--- src/design/fm_pkg.sv ---
// fm register interface definitions
`default_nettype none

package fm_pkg;

    localparam int num_ch      = 6;
    localparam int num_op      = 4;
    localparam int num_slot    = num_ch * num_op;
    localparam int busy_ticks  = 32;    // busy length in synth ticks
    localparam int tb_prescale = 16;    // timer b step every 16 ticks

    // global register map
    typedef enum logic [7:0] {
        lfo     = 8'h22,
        clka1   = 8'h24,
        clka2   = 8'h25,
        clkb    = 8'h26,
        timer   = 8'h27,
        kon     = 8'h28,
        pcm     = 8'h2A,
        pcm_en  = 8'h2B,
        dactest = 8'h2C,
        clk_n6  = 8'h2D,
        clk_n3  = 8'h2E,
        clk_n2  = 8'h2F
    } fm_reg_e;

    // which storage an update strobe hits
    typedef enum logic [3:0] {
        upd_none,
        upd_dt1_mul,
        upd_tl,
        upd_ks_ar,
        upd_am_d1r,
        upd_d2r,
        upd_sl_rr,
        upd_fnum_lo,
        upd_fb_alg,
        upd_lr_ams_pms,
        upd_keyon
    } fm_upd_e;

    typedef struct packed {
        fm_upd_e    target;
        logic [2:0] ch;         // {bank, reg[1:0]}, codes 0-2 and 4-6
        logic [1:0] op;         // reg[3:2], chip order s1 s3 s2 s4
        logic [7:0] data;
        logic [5:0] fnum_hi;    // {block, fnum[10:8]}
    } fm_update_t;

    typedef struct packed {
        logic [9:0] value_a;
        logic [7:0] value_b;
        logic       load_a;
        logic       load_b;
        logic       irq_en_a;
        logic       irq_en_b;
        logic       clr_a;
        logic       clr_b;
    } fm_timer_cfg_t;

    typedef struct packed {
        logic       lfo_en;
        logic [2:0] lfo_freq;
        logic [8:0] pcm;
        logic       pcm_en;
    } fm_global_t;

    typedef struct packed {
        logic [2:0]  ch;
        logic [1:0]  op;
        logic        keyon;
        logic [10:0] fnum;
        logic [2:0]  block;
        logic [2:0]  dt1;
        logic [3:0]  mul;
        logic [6:0]  tl;
        logic [1:0]  ks;
        logic [4:0]  ar;
        logic        amen;
        logic [4:0]  d1r;
        logic [4:0]  d2r;
        logic [3:0]  sl;
        logic [3:0]  rr;
        logic [2:0]  fb;
        logic [2:0]  alg;
        logic [1:0]  rl;
        logic [1:0]  ams;
        logic [2:0]  pms;
    } fm_slot_t;

endpackage

`default_nettype wire

--- src/design/fm_mmr.sv ---
// fm memory-mapped register block
`timescale 1ns/1ns
`default_nettype none

module fm_mmr (
    input  wire                    clk,
    input  wire                    rst,
    input  wire                    cen,
    input  wire [7:0]              din,
    input  wire [1:0]              addr,
    input  wire                    write,
    output logic                   clk_en,
    output logic                   busy,
    output fm_pkg::fm_update_t     upd,
    output fm_pkg::fm_timer_cfg_t  tcfg,
    output fm_pkg::fm_global_t     glb
);

    logic [2:0] cen_cnt;
    logic [2:0] cen_lim;        // divide by cen_lim + 1
    logic [7:0] sel_reg;
    logic [5:0] fnum_hi_q;      // shared by all channels
    logic       data_wr;

    fm_pkg::fm_upd_e upd_target;
    logic [2:0]      upd_ch;
    logic [1:0]      upd_op;
    logic [7:0]      upd_data;
    logic [5:0]      upd_fnum_hi;

    logic [$clog2(fm_pkg::busy_ticks)-1:0] busy_cnt;

    // map a selected register to its update target
    function automatic fm_pkg::fm_upd_e decode_upd(input logic [7:0] r);
        fm_pkg::fm_upd_e t;
        t = fm_pkg::upd_none;
        if (r == fm_pkg::kon) begin
            t = fm_pkg::upd_keyon;
        end else if (r[1:0] != 2'b11) begin   // xx3h/xx7h/... hold no channel
            case (r[7:4])
                4'h3: t = fm_pkg::upd_dt1_mul;
                4'h4: t = fm_pkg::upd_tl;
                4'h5: t = fm_pkg::upd_ks_ar;
                4'h6: t = fm_pkg::upd_am_d1r;
                4'h7: t = fm_pkg::upd_d2r;
                4'h8: t = fm_pkg::upd_sl_rr;
                4'hA: begin
                    if (r[3:2] == 2'd0)
                        t = fm_pkg::upd_fnum_lo;   // a4h-a6h only feed the latch
                end
                4'hB: begin
                    if (r[3:2] == 2'd0)
                        t = fm_pkg::upd_fb_alg;
                    else if (r[3:2] == 2'd1)
                        t = fm_pkg::upd_lr_ams_pms;
                end
                default: t = fm_pkg::upd_none;
            endcase
        end
        return t;
    endfunction

    assign data_wr = write & addr[0];

    // clock enable divider
    always_ff @(posedge clk) begin
        if (rst) begin
            cen_cnt <= '0;
            clk_en  <= 1'b0;
        end else begin
            clk_en <= 1'b0;
            if (cen) begin
                if (cen_cnt >= cen_lim) begin   // >= covers a limit lowered mid-count
                    cen_cnt <= '0;
                    clk_en  <= 1'b1;
                end else begin
                    cen_cnt <= cen_cnt + 3'd1;
                end
            end
        end
    end

    // address latch and global registers
    always_ff @(posedge clk) begin
        if (rst) begin
            sel_reg   <= '0;
            cen_lim   <= 3'd5;
            fnum_hi_q <= '0;
            tcfg      <= '0;
            glb       <= '0;
        end else begin
            if (clk_en) begin
                tcfg.clr_a <= 1'b0;     // clears last until the next tick
                tcfg.clr_b <= 1'b0;
            end
            if (write && !addr[0]) begin
                sel_reg <= din;
            end else if (data_wr) begin
                case (sel_reg)
                    fm_pkg::lfo:     {glb.lfo_en, glb.lfo_freq} <= din[3:0];
                    fm_pkg::clka1:   tcfg.value_a[9:2] <= din;
                    fm_pkg::clka2:   tcfg.value_a[1:0] <= din[1:0];
                    fm_pkg::clkb:    tcfg.value_b <= din;
                    fm_pkg::timer: begin
                        {tcfg.clr_b, tcfg.clr_a} <= din[5:4];
                        {tcfg.irq_en_b, tcfg.irq_en_a} <= din[3:2];
                        {tcfg.load_b, tcfg.load_a} <= din[1:0];
                    end
                    fm_pkg::pcm:     glb.pcm[8:1] <= din;
                    fm_pkg::pcm_en:  glb.pcm_en <= din[7];
                    fm_pkg::dactest: glb.pcm[0] <= din[3];   // ninth dac bit
                    fm_pkg::clk_n6:  cen_lim <= 3'd5;
                    fm_pkg::clk_n3:  cen_lim <= 3'd2;
                    fm_pkg::clk_n2:  cen_lim <= 3'd1;
                    8'hA4, 8'hA5, 8'hA6: fnum_hi_q <= din[5:0];
                    default: ;
                endcase
            end
        end
    end

    // update strobe, one cycle per data write
    always_ff @(posedge clk) begin
        if (rst)
            upd_target <= fm_pkg::upd_none;
        else if (data_wr)
            upd_target <= decode_upd(sel_reg);
        else
            upd_target <= fm_pkg::upd_none;
    end

    always_ff @(posedge clk) begin
        if (data_wr) begin
            upd_ch      <= {addr[1], sel_reg[1:0]};
            upd_op      <= sel_reg[3:2];
            upd_data    <= din;
            upd_fnum_hi <= fnum_hi_q;
        end
    end

    assign upd = '{target: upd_target, ch: upd_ch, op: upd_op,
                   data: upd_data, fnum_hi: upd_fnum_hi};

    // busy counts synth ticks after each data write
    always_ff @(posedge clk) begin
        if (rst) begin
            busy     <= 1'b0;
            busy_cnt <= '0;
        end else if (data_wr) begin
            busy     <= 1'b1;
            busy_cnt <= '0;
        end else if (clk_en && busy) begin
            if (int'(busy_cnt) == fm_pkg::busy_ticks - 1)
                busy <= 1'b0;
            busy_cnt <= busy_cnt + 1'b1;
        end
    end

endmodule

`default_nettype wire

--- src/design/fm_timers.sv ---
// fm timers a and b
`timescale 1ns/1ns
`default_nettype none

module fm_timers (
    input  wire                    clk,
    input  wire                    rst,
    input  wire                    clk_en,
    input  fm_pkg::fm_timer_cfg_t  tcfg,
    output logic                   flag_a,
    output logic                   flag_b,
    output logic                   irq_n
);

    logic [9:0] cnt_a;
    logic [7:0] cnt_b;
    logic [$clog2(fm_pkg::tb_prescale)-1:0] pre_b;
    logic       pre_wrap;
    logic       ovf_a;
    logic       ovf_b;

    assign pre_wrap = int'(pre_b) == fm_pkg::tb_prescale - 1;
    assign ovf_a    = clk_en & tcfg.load_a & (&cnt_a);
    assign ovf_b    = clk_en & tcfg.load_b & pre_wrap & (&cnt_b);

    // timer a, one step per tick
    always_ff @(posedge clk) begin
        if (rst) begin
            cnt_a <= '0;
        end else if (!tcfg.load_a) begin
            cnt_a <= tcfg.value_a;          // parked at start value while stopped
        end else if (clk_en) begin
            if (ovf_a)
                cnt_a <= tcfg.value_a;
            else
                cnt_a <= cnt_a + 10'd1;
        end
    end

    // timer b behind its prescaler
    always_ff @(posedge clk) begin
        if (rst) begin
            cnt_b <= '0;
            pre_b <= '0;
        end else if (!tcfg.load_b) begin
            cnt_b <= tcfg.value_b;
            pre_b <= '0;
        end else if (clk_en) begin
            pre_b <= pre_b + 1'b1;
            if (pre_wrap) begin
                if (ovf_b)
                    cnt_b <= tcfg.value_b;
                else
                    cnt_b <= cnt_b + 8'd1;
            end
        end
    end

    // a new overflow wins over a pending clear
    always_ff @(posedge clk) begin
        if (rst) begin
            flag_a <= 1'b0;
            flag_b <= 1'b0;
        end else begin
            if (ovf_a && tcfg.irq_en_a)
                flag_a <= 1'b1;
            else if (tcfg.clr_a)
                flag_a <= 1'b0;

            if (ovf_b && tcfg.irq_en_b)
                flag_b <= 1'b1;
            else if (tcfg.clr_b)
                flag_b <= 1'b0;
        end
    end

    always_ff @(posedge clk) begin
        if (rst)
            irq_n <= 1'b1;
        else
            irq_n <= ~(flag_a | flag_b);
    end

endmodule

`default_nettype wire

--- src/design/fm_reg_file.sv ---
// fm channel and operator parameter store
`timescale 1ns/1ns
`default_nettype none

module fm_reg_file (
    input  wire                 clk,
    input  wire                 rst,
    input  wire                 clk_en,
    input  fm_pkg::fm_update_t  upd,
    output fm_pkg::fm_slot_t    slot
);

    // operator storage, indexed by {ch, op}
    logic [6:0]  dt1_mul_q [fm_pkg::num_slot];
    logic [6:0]  tl_q      [fm_pkg::num_slot];
    logic [6:0]  ks_ar_q   [fm_pkg::num_slot];
    logic [5:0]  am_d1r_q  [fm_pkg::num_slot];
    logic [4:0]  d2r_q     [fm_pkg::num_slot];
    logic [7:0]  sl_rr_q   [fm_pkg::num_slot];
    logic [fm_pkg::num_slot-1:0] keyon_q;

    // channel storage
    logic [13:0] fnum_q       [fm_pkg::num_ch];   // {block, fnum}
    logic [5:0]  fb_alg_q     [fm_pkg::num_ch];
    logic [6:0]  lr_ams_pms_q [fm_pkg::num_ch];

    logic [2:0] wr_ch;
    logic [4:0] wr_slot;
    logic [2:0] kon_ch;
    logic       kon_ok;
    logic [2:0] seq_ch;
    logic [1:0] seq_op;
    logic [4:0] rd_slot;

    // bank code 0,1,2,4,5,6 to channel 0..5
    function automatic logic [2:0] ch_index(input logic [2:0] code);
        if (code[2])
            return {1'b0, code[1:0]} + 3'd3;
        else
            return {1'b0, code[1:0]};
    endfunction

    assign wr_ch   = ch_index(upd.ch);
    assign wr_slot = {wr_ch, upd.op[0], upd.op[1]};   // s1 s3 s2 s4 -> s1 s2 s3 s4
    assign kon_ch  = ch_index(upd.data[2:0]);
    assign kon_ok  = upd.data[1:0] != 2'b11;          // codes 3 and 7 ignored
    assign rd_slot = {seq_ch, seq_op};

    always_ff @(posedge clk) begin
        if (rst) begin
            for (int i = 0; i < fm_pkg::num_slot; i++) begin
                dt1_mul_q[i] <= '0;
                tl_q[i]      <= '0;
                ks_ar_q[i]   <= '0;
                am_d1r_q[i]  <= '0;
                d2r_q[i]     <= '0;
                sl_rr_q[i]   <= '0;
            end
            for (int i = 0; i < fm_pkg::num_ch; i++) begin
                fnum_q[i]       <= '0;
                fb_alg_q[i]     <= '0;
                lr_ams_pms_q[i] <= '0;
            end
            keyon_q <= '0;
        end else begin
            case (upd.target)
                fm_pkg::upd_dt1_mul: dt1_mul_q[wr_slot] <= upd.data[6:0];
                fm_pkg::upd_tl:      tl_q[wr_slot] <= upd.data[6:0];
                fm_pkg::upd_ks_ar:   ks_ar_q[wr_slot] <= {upd.data[7:6], upd.data[4:0]};
                fm_pkg::upd_am_d1r:  am_d1r_q[wr_slot] <= {upd.data[7], upd.data[4:0]};
                fm_pkg::upd_d2r:     d2r_q[wr_slot] <= upd.data[4:0];
                fm_pkg::upd_sl_rr:   sl_rr_q[wr_slot] <= upd.data;
                fm_pkg::upd_fnum_lo: fnum_q[wr_ch] <= {upd.fnum_hi, upd.data};
                fm_pkg::upd_fb_alg:  fb_alg_q[wr_ch] <= upd.data[5:0];
                fm_pkg::upd_lr_ams_pms: begin
                    lr_ams_pms_q[wr_ch] <= {upd.data[7:4], upd.data[2:0]};
                end
                fm_pkg::upd_keyon: begin
                    if (kon_ok) begin
                        for (int op = 0; op < fm_pkg::num_op; op++)
                            keyon_q[{kon_ch, 2'(op)}] <= upd.data[4+op];   // mask s4..s1
                    end
                end
                default: ;
            endcase
        end
    end

    // slot sequencer, channel major
    always_ff @(posedge clk) begin
        if (rst) begin
            seq_ch <= '0;
            seq_op <= '0;
            slot   <= '0;
        end else if (clk_en) begin
            slot.ch    <= seq_ch;
            slot.op    <= seq_op;
            slot.keyon <= keyon_q[rd_slot];
            {slot.block, slot.fnum} <= fnum_q[seq_ch];
            {slot.dt1, slot.mul}    <= dt1_mul_q[rd_slot];
            slot.tl                 <= tl_q[rd_slot];
            {slot.ks, slot.ar}      <= ks_ar_q[rd_slot];
            {slot.amen, slot.d1r}   <= am_d1r_q[rd_slot];
            slot.d2r                <= d2r_q[rd_slot];
            {slot.sl, slot.rr}      <= sl_rr_q[rd_slot];
            {slot.fb, slot.alg}     <= fb_alg_q[seq_ch];
            {slot.rl, slot.ams, slot.pms} <= lr_ams_pms_q[seq_ch];

            if (int'(seq_op) == fm_pkg::num_op - 1) begin
                seq_op <= '0;
                if (int'(seq_ch) == fm_pkg::num_ch - 1)
                    seq_ch <= '0;
                else
                    seq_ch <= seq_ch + 3'd1;
            end else begin
                seq_op <= seq_op + 2'd1;
            end
        end
    end

endmodule

`default_nettype wire

--- src/design/fm_top.sv ---
// fm register interface top
`timescale 1ns/1ns
`default_nettype none

module fm_top (
    input  wire                 clk,
    input  wire                 rst,
    input  wire                 cen,
    input  wire [7:0]           din,
    input  wire [1:0]           addr,
    input  wire                 write,
    output wire                 busy,
    output wire                 clk_en,
    output wire                 flag_a,
    output wire                 flag_b,
    output wire                 irq_n,
    output fm_pkg::fm_global_t  glb,
    output fm_pkg::fm_slot_t    slot
);

    fm_pkg::fm_update_t    upd;
    fm_pkg::fm_timer_cfg_t tcfg;

    fm_mmr u_mmr (
        .clk    (clk),
        .rst    (rst),
        .cen    (cen),
        .din    (din),
        .addr   (addr),
        .write  (write),
        .clk_en (clk_en),
        .busy   (busy),
        .upd    (upd),
        .tcfg   (tcfg),
        .glb    (glb)
    );

    fm_timers u_timers (
        .clk    (clk),
        .rst    (rst),
        .clk_en (clk_en),
        .tcfg   (tcfg),
        .flag_a (flag_a),
        .flag_b (flag_b),
        .irq_n  (irq_n)
    );

    fm_reg_file u_reg_file (
        .clk    (clk),
        .rst    (rst),
        .clk_en (clk_en),
        .upd    (upd),
        .slot   (slot)
    );

endmodule

`default_nettype wire

--- config.mk ---
export PLATFORM = sky130hd
export DESIGN_NAME = fm_top
export DESIGN_NICKNAME = d
export VERILOG_FILES = /design/src/design/fm_pkg.sv /design/src/design/fm_mmr.sv /design/src/design/fm_timers.sv /design/src/design/fm_reg_file.sv /design/src/design/fm_top.sv
export SDC_FILE = /design/constraint.sdc
export NUM_CORES = 2
export LEC_CHECK = 0
export BUFFER_PORTS_ARGS = -buffer_cell sky130_fd_sc_hd__buf_2
export CORE_MARGIN = 8
export CORE_UTILIZATION = 45
export CTS_CLUSTER_SIZE = 24
export DETAILED_ROUTE_END_ITERATION = 8
export PLACE_DENSITY = 0.56
export SLEW_MARGIN = 20
export SYNTH_ARGS = -nofsm -noshare
export SYNTH_HDL_FRONTEND = slang
export SYNTH_HIERARCHICAL = 1
export SYNTH_SLANG_ARGS = --single-unit
--- constraint.sdc ---
create_clock -name clk -period 3.65 [get_ports clk]
set_input_delay 0.365 -clock clk [delete_from_list [all_inputs] [get_ports clk]]
set_output_delay 0.365 -clock clk [all_outputs]
set_load 0.01 [all_outputs]
## Word level (Yosys, flattened, before mapping)

Memory sizes are Yosys's and may differ from the RTL's. A register that Yosys moved wholly into a read port is not among the register bits.
Cells that the tools add are included.
W data, S select, Z words.

| word-level totals | value |
|---|---|
| register bits | 148 |
| latch bits | 0 |
| bits in writable memories | 1122 |
| memory bits (read-only) | 0 |
| output and inout port bits | 92 |
| word-level logic and storage cells | 270 |
| memories | 9 |

| operators by class | value |
|---|---|
| add/subtract/negate cells | 9 |
| multipliers | 0 |
| divide/modulo/power cells | 0 |
| $lt $le $gt $ge | 10 |
| eq/ne operators | 43 |
| shift operators | 0 |
| mux-type cells | 101 |
| bitwise logic cells | 13 |
| reduce and logical (&&, ||, !) cells | 46 |

Memories:

| memory | depth | width | read ports | clocked after memory_dff | write ports | line | RTL |
|---|---|---|---|---|---|---|---|
| u_reg_file.sl_rr_q | 24 | 8 | 1 | 1 | 24 | fm_reg_file.sv:19 | `logic [7:0] sl_rr_q [fm_pkg::num_slot];` |
| u_reg_file.dt1_mul_q | 24 | 7 | 1 | 1 | 24 | fm_reg_file.sv:14 | `logic [6:0] dt1_mul_q [fm_pkg::num_slot];` |
| u_reg_file.ks_ar_q | 24 | 7 | 1 | 1 | 24 | fm_reg_file.sv:16 | `logic [6:0] ks_ar_q [fm_pkg::num_slot];` |
| u_reg_file.tl_q | 24 | 7 | 1 | 1 | 24 | fm_reg_file.sv:15 | `logic [6:0] tl_q [fm_pkg::num_slot];` |
| u_reg_file.am_d1r_q | 24 | 6 | 1 | 1 | 24 | fm_reg_file.sv:17 | `logic [5:0] am_d1r_q [fm_pkg::num_slot];` |
| u_reg_file.d2r_q | 24 | 5 | 1 | 1 | 24 | fm_reg_file.sv:18 | `logic [4:0] d2r_q [fm_pkg::num_slot];` |
| +3 memories | n/a | n/a | n/a | n/a | n/a | n/a |  |

Operator list:

| kind | count |
|---|---|
| $bwmux W24 | 4 |
| $eq A8 B6 Y1 const B | 12 |
| $mux W1 | 51 |
| $mux W8 | 5 |
| $mux W5 | 7 |
| $eq A4 B3 Y1 const B | 8 |
| $pmux W4 S8 | 1 |
| $lt A5 B6 Y1 const B | 5 |
| $mux W10 | 3 |
| $reduce_and A3 Y1 | 10 |
| $mux W7 | 4 |
| $reduce_or A7 Y1 | 4 |
| $eq A4 B4 Y1 const B | 6 |
| $eq A8 B8 Y1 const B | 3 |
| $mux W3 | 8 |
| $ge A5 B1 Y1 const B | 4 |
| $mux W4 | 4 |
| $mux W14 | 1 |
| $reduce_or A14 Y1 | 1 |
| $demux W1 S3 | 4 |
| $eq A4 B2 Y1 const B | 3 |
| $mux W6 | 2 |
| $reduce_or A6 Y1 | 2 |
| $add A10 B1 Y10 const B | 1 |
| 32 further kinds | 69 |

## Logic depth before layout (Yosys ltp)

| logic depth | value |
|---|---|
| depth after elaboration | 10 |
| depth in mapped cells | 10 |
| gate-level depth less buffers | 7 |

## Hierarchy

Netlist, hierarchy kept.

By module, submodules not included:

| module | instances | cells an instance | area an instance (um2) |
|---|---|---|---|
| fm_reg_file | 1 | 4946 | 70650.3 |
| fm_mmr | 1 | 307 | 3373.2 |
| fm_timers | 1 | 184 | 1491.4 |

## Worst setup path before layout

No wires, ideal clock.

| timing | value |
|---|---|
| path type | reg2reg |
| start point | register u_mmr.upd_ch[0] |
| end point | memory u_reg_file.fnum_q[5][0], enable pin |
| setup time | 0.426 ns |
| arrival | 2.873 ns |
| setup slack | 0.350 ns |
| stages on the path, launching flop included | 7 |
| path buffers | 1 |
| cells stage by stage | edfxtp_1 clkinv_1 ha_1 and3b_1 nand2_1 buf_1 o41ai_1 |

RTL lines:

| element | line | RTL |
|---|---|---|
| from (decl) | fm_mmr.sv:26 | `logic [2:0] upd_ch;` |
| from (signal assigned) | fm_mmr.sv:134 | `upd_ch <= {addr[1], sel_reg[1:0]};` |
| to (decl) | fm_reg_file.sv:23 | `logic [13:0] fnum_q [fm_pkg::num_ch];` |

==> results.yml <==
route:
  drtIter0Drc: 5909
  wl_met3_mm: 19.8
  dr_wl_met2_mm: 108
  wl_per_cell_microns: 30.2
  route.detailed.drc: 0
  top_layer: "met4"
  detail-route-antenna-nets: 0
  vias: 48400
  wl_met1_mm: 101
  drt-pass1-iter-count: 8
  routed_wl_mm: 236
  via_per_inst: 6.17
timing:
  final-hold-violation-count: 0
  fmax_ghz: 0.292
  finalClockSkew_ps: 35.5
  fin_crit_ps: 3420
  grt_setup_unrepaired: "no"
  report.final.slew_viol_count: 0
  worstMarginPinSlew_ps: 1180
  post-route-period-util_pct: 93.7
  finalSetupTns_ps: 0
  setup_viol: 0
  maxSlewHeadroom_pct: 19.5
  layout_setup_ws_ps: 229
placed_design:
  dpl_cell_area_sq_um: 79300
  hpwl_mm: 149
  io_buffer_count: 105
  place_ws_ps: 314
  place.gp.congestion: 0.843
synth:
  synth_edf_count: 1515
  yosysUniqueCellTypes: 84
  syn_area_per_cell_sq_um: 13.9
  synth_area_sq_um: 75500
  ys_warn_count: 6
  synth_area_leader_cell: "edfxtp_1"
  yosysMostFrequentCell: "edfxtp_1"
  synth_adder_area_share_pct: 0.215
  muxShareOfSynthArea_pct: 12.6
  synth_top_family_by_area: "simple AND/OR/NAND/NOR gates"
  yosysSeqAreaShare_pct: 65.4
  synth-main-ff-cell: "edfxtp_1"
  synth_xor_area_share_pct: 0.104
  async_flop_share_pct: 0
  synth_nets: 5464
  synth_area_leaders: "edfxtp_1, mux4_2, mux2i_1"
  synth_compound_area_share_pct: 4.52
  synth-simple-area-share_pct: 13.5
  yosys.area.top_type_share_pct: 60.2
  synthTopCellsByCount: "edfxtp_1, and3_1, mux2i_1"
  ys_seq_elements: 1711
  syn_inst: 5437
pwr:
  p_clk_share_pct: 43.7
  share_seq_of_total_power_pct: 52.7
  power_density_nw_per_um2: 486
  leakagePower_nw: 30.7
  p_switching_w: 0.00919
  ir_drop_mv: 0.492
  p_int_w: 0.0323
  switching_share_pct: 22.1
  power_w: 0.0415
  p_comb_share_pct: 3.6
critical_path:
  crit_top_cell: "nor2_1"
  worstPathRequired_ps: 4090
  cpLargestDelayFamily: "simple AND/OR/NAND/NOR gates"
  path_cells: "clkinv_1 -> ha_1 -> or3b_2 -> nor2_1 -> nand2_1 -> nor2_1"
  crit_path_end_kind: "flip-flop"
  setup.worst_path.class: "reg2reg"
  critPathMaxStageDelay_ps: 820
  slowest_stage: "nor2_1"
  cp_max_fo: 7
  worstSetupStartpointType: "flip-flop"
  cp_data_arrival_time_ps: 3860
  cp_num_buf_inv: 1
finish:
  utilization_pct: 51.1
  largest_register_ffs: 256
  nets: 5491
  largest_register: "u_reg_file/sl_rr_q"
  area.sequential_sq_um: 49400
  fillers: 14100
  multi_input_area_sq_um: 23600
  final_area_sq_um: 85300
  area_growth_pct: 13.0
  final_layout_size_suffix_gt1_share_pct: 17.3
clock_network:
  cts_resized: 0
  cts_tree: "yes"
  clk_latency_ps: 830
  clk_path_buf_depth: 3
  clk_pin_slew_ps: 60
  h-tree-depth: 4
  cts-root-buf: "clkbuf_16"
  clock-sinks: 1711
  cts_buffers: 185
floorplan:
  initial_core_util_pct: 45.3
  io_pins: 106
  dieArea_sq_um: 181000
  placementRows: 150
  die_width_microns: 426
  die_h_microns: 426
  core-area_sq_um: 167000
flow_run:
  cap_violations: 0
worst_hold_path:
  holdCritPathClass: "in2reg"
run_status:
  outcome: "finished clean"
global_routing:
  grt_pass1_vias: 47000
  grt_start_max_net_pins: 131
  overflow: 0
  grt.total_usage_pct: 25.5
  antenna_found_initial: 12
  grt_pass1_wl_mm: 340
routing by layer:
layer  vias to the layer above  global-route usage (%)
met4                         0                    8.24
met2                      1978                    39.5
met1                     25100                    36.3
li1                      21000                       -
met5                         -                       0
met3                       324                    5.23
power groups by stage:
stage | Clock (W) | Sequential [W] | Combinational [W]
after CTS | 0.0184 | 0.0219 | 0.00149
after global placement | 0 | 0.0223 | 0.00146
after global routing | 0.0192 | 0.0219 | 0.00156
after detailed placement | 0 | 0.0223 | 0.00147
after floorplan | 0 | 0.0222 | 0.000753
final | 0.0181 | 0.0219 | 0.00149
placed cells by master (no fill, tap or decap), types with 63 or more instances in the layout:
| master | count |
|---|---|
| nor4_1 | 133 |
| nor3_1 | 131 |
| and2_1 | 63 |
| buf_2 | 104 |
| nand2_1 | 326 |
| a21oi_1 | 73 |
| nor2_1 | 356 |
| dfxtp_1 | 191 |
| mux4_2 | 225 |
| and3_1 | 686 |
| buf_4 | 258 |
| mux2i_1 | 440 |
| edfxtp_1 | 1515 |
| clkbuf_16 | 188 |
cell type report:
cell class                 instances  area share, %
multi-input combinational       3096           27.6
clock buffer                     244           5.89
clock inverter                   102          0.950
antenna                            6         0.0176
inverter                          47          0.219
timing repair buffer             423           4.14
sequential                      1711           57.9
tap                             2204           3.23
stage by stage:
stage | hold slack (ps) | cells
3_5_place_dp | 420 | 7467
5_1_grt | 353 | 7828
3_3_place_gp | 412 | 7467
4_1_cts | 329 | 7827
2_1_floorplan | 406 | 5437
6_report | 376 | 7833
worst paths after layout:
check / to / depth (start not counted) / slack (ps) / startpoint
max reg2reg: u_reg_file/ks_ar_q[29][4] / 6 / 230 / u_mmr/upd_ch[0]
min reg2reg: u_mmr/upd_fnum_hi[1] / 0 / 430 / u_mmr/fnum_hi_q[1]
min: u_mmr/upd_ch[2] / 2 / 380 / addr[1]
max: u_reg_file/ks_ar_q[29][4] / 6 / 230 / u_mmr/upd_ch[0]
repair_timing:
| item | CTS | global route |
|---|---|---|
| endpoints found under the hold margin | 71 | 0 |
| hold buffers | 14 | 0 |
| buffers inserted | 0 | 0 |
cells by family after synthesis:
kind of cell / Yosys count
simple gates: 1929
xor+xnor: 9
buf+inv: 630
mux: 670
compound gates: 475
flops: 1711
fa+ha+maj: 13
(Power assumes the default switching activity.)
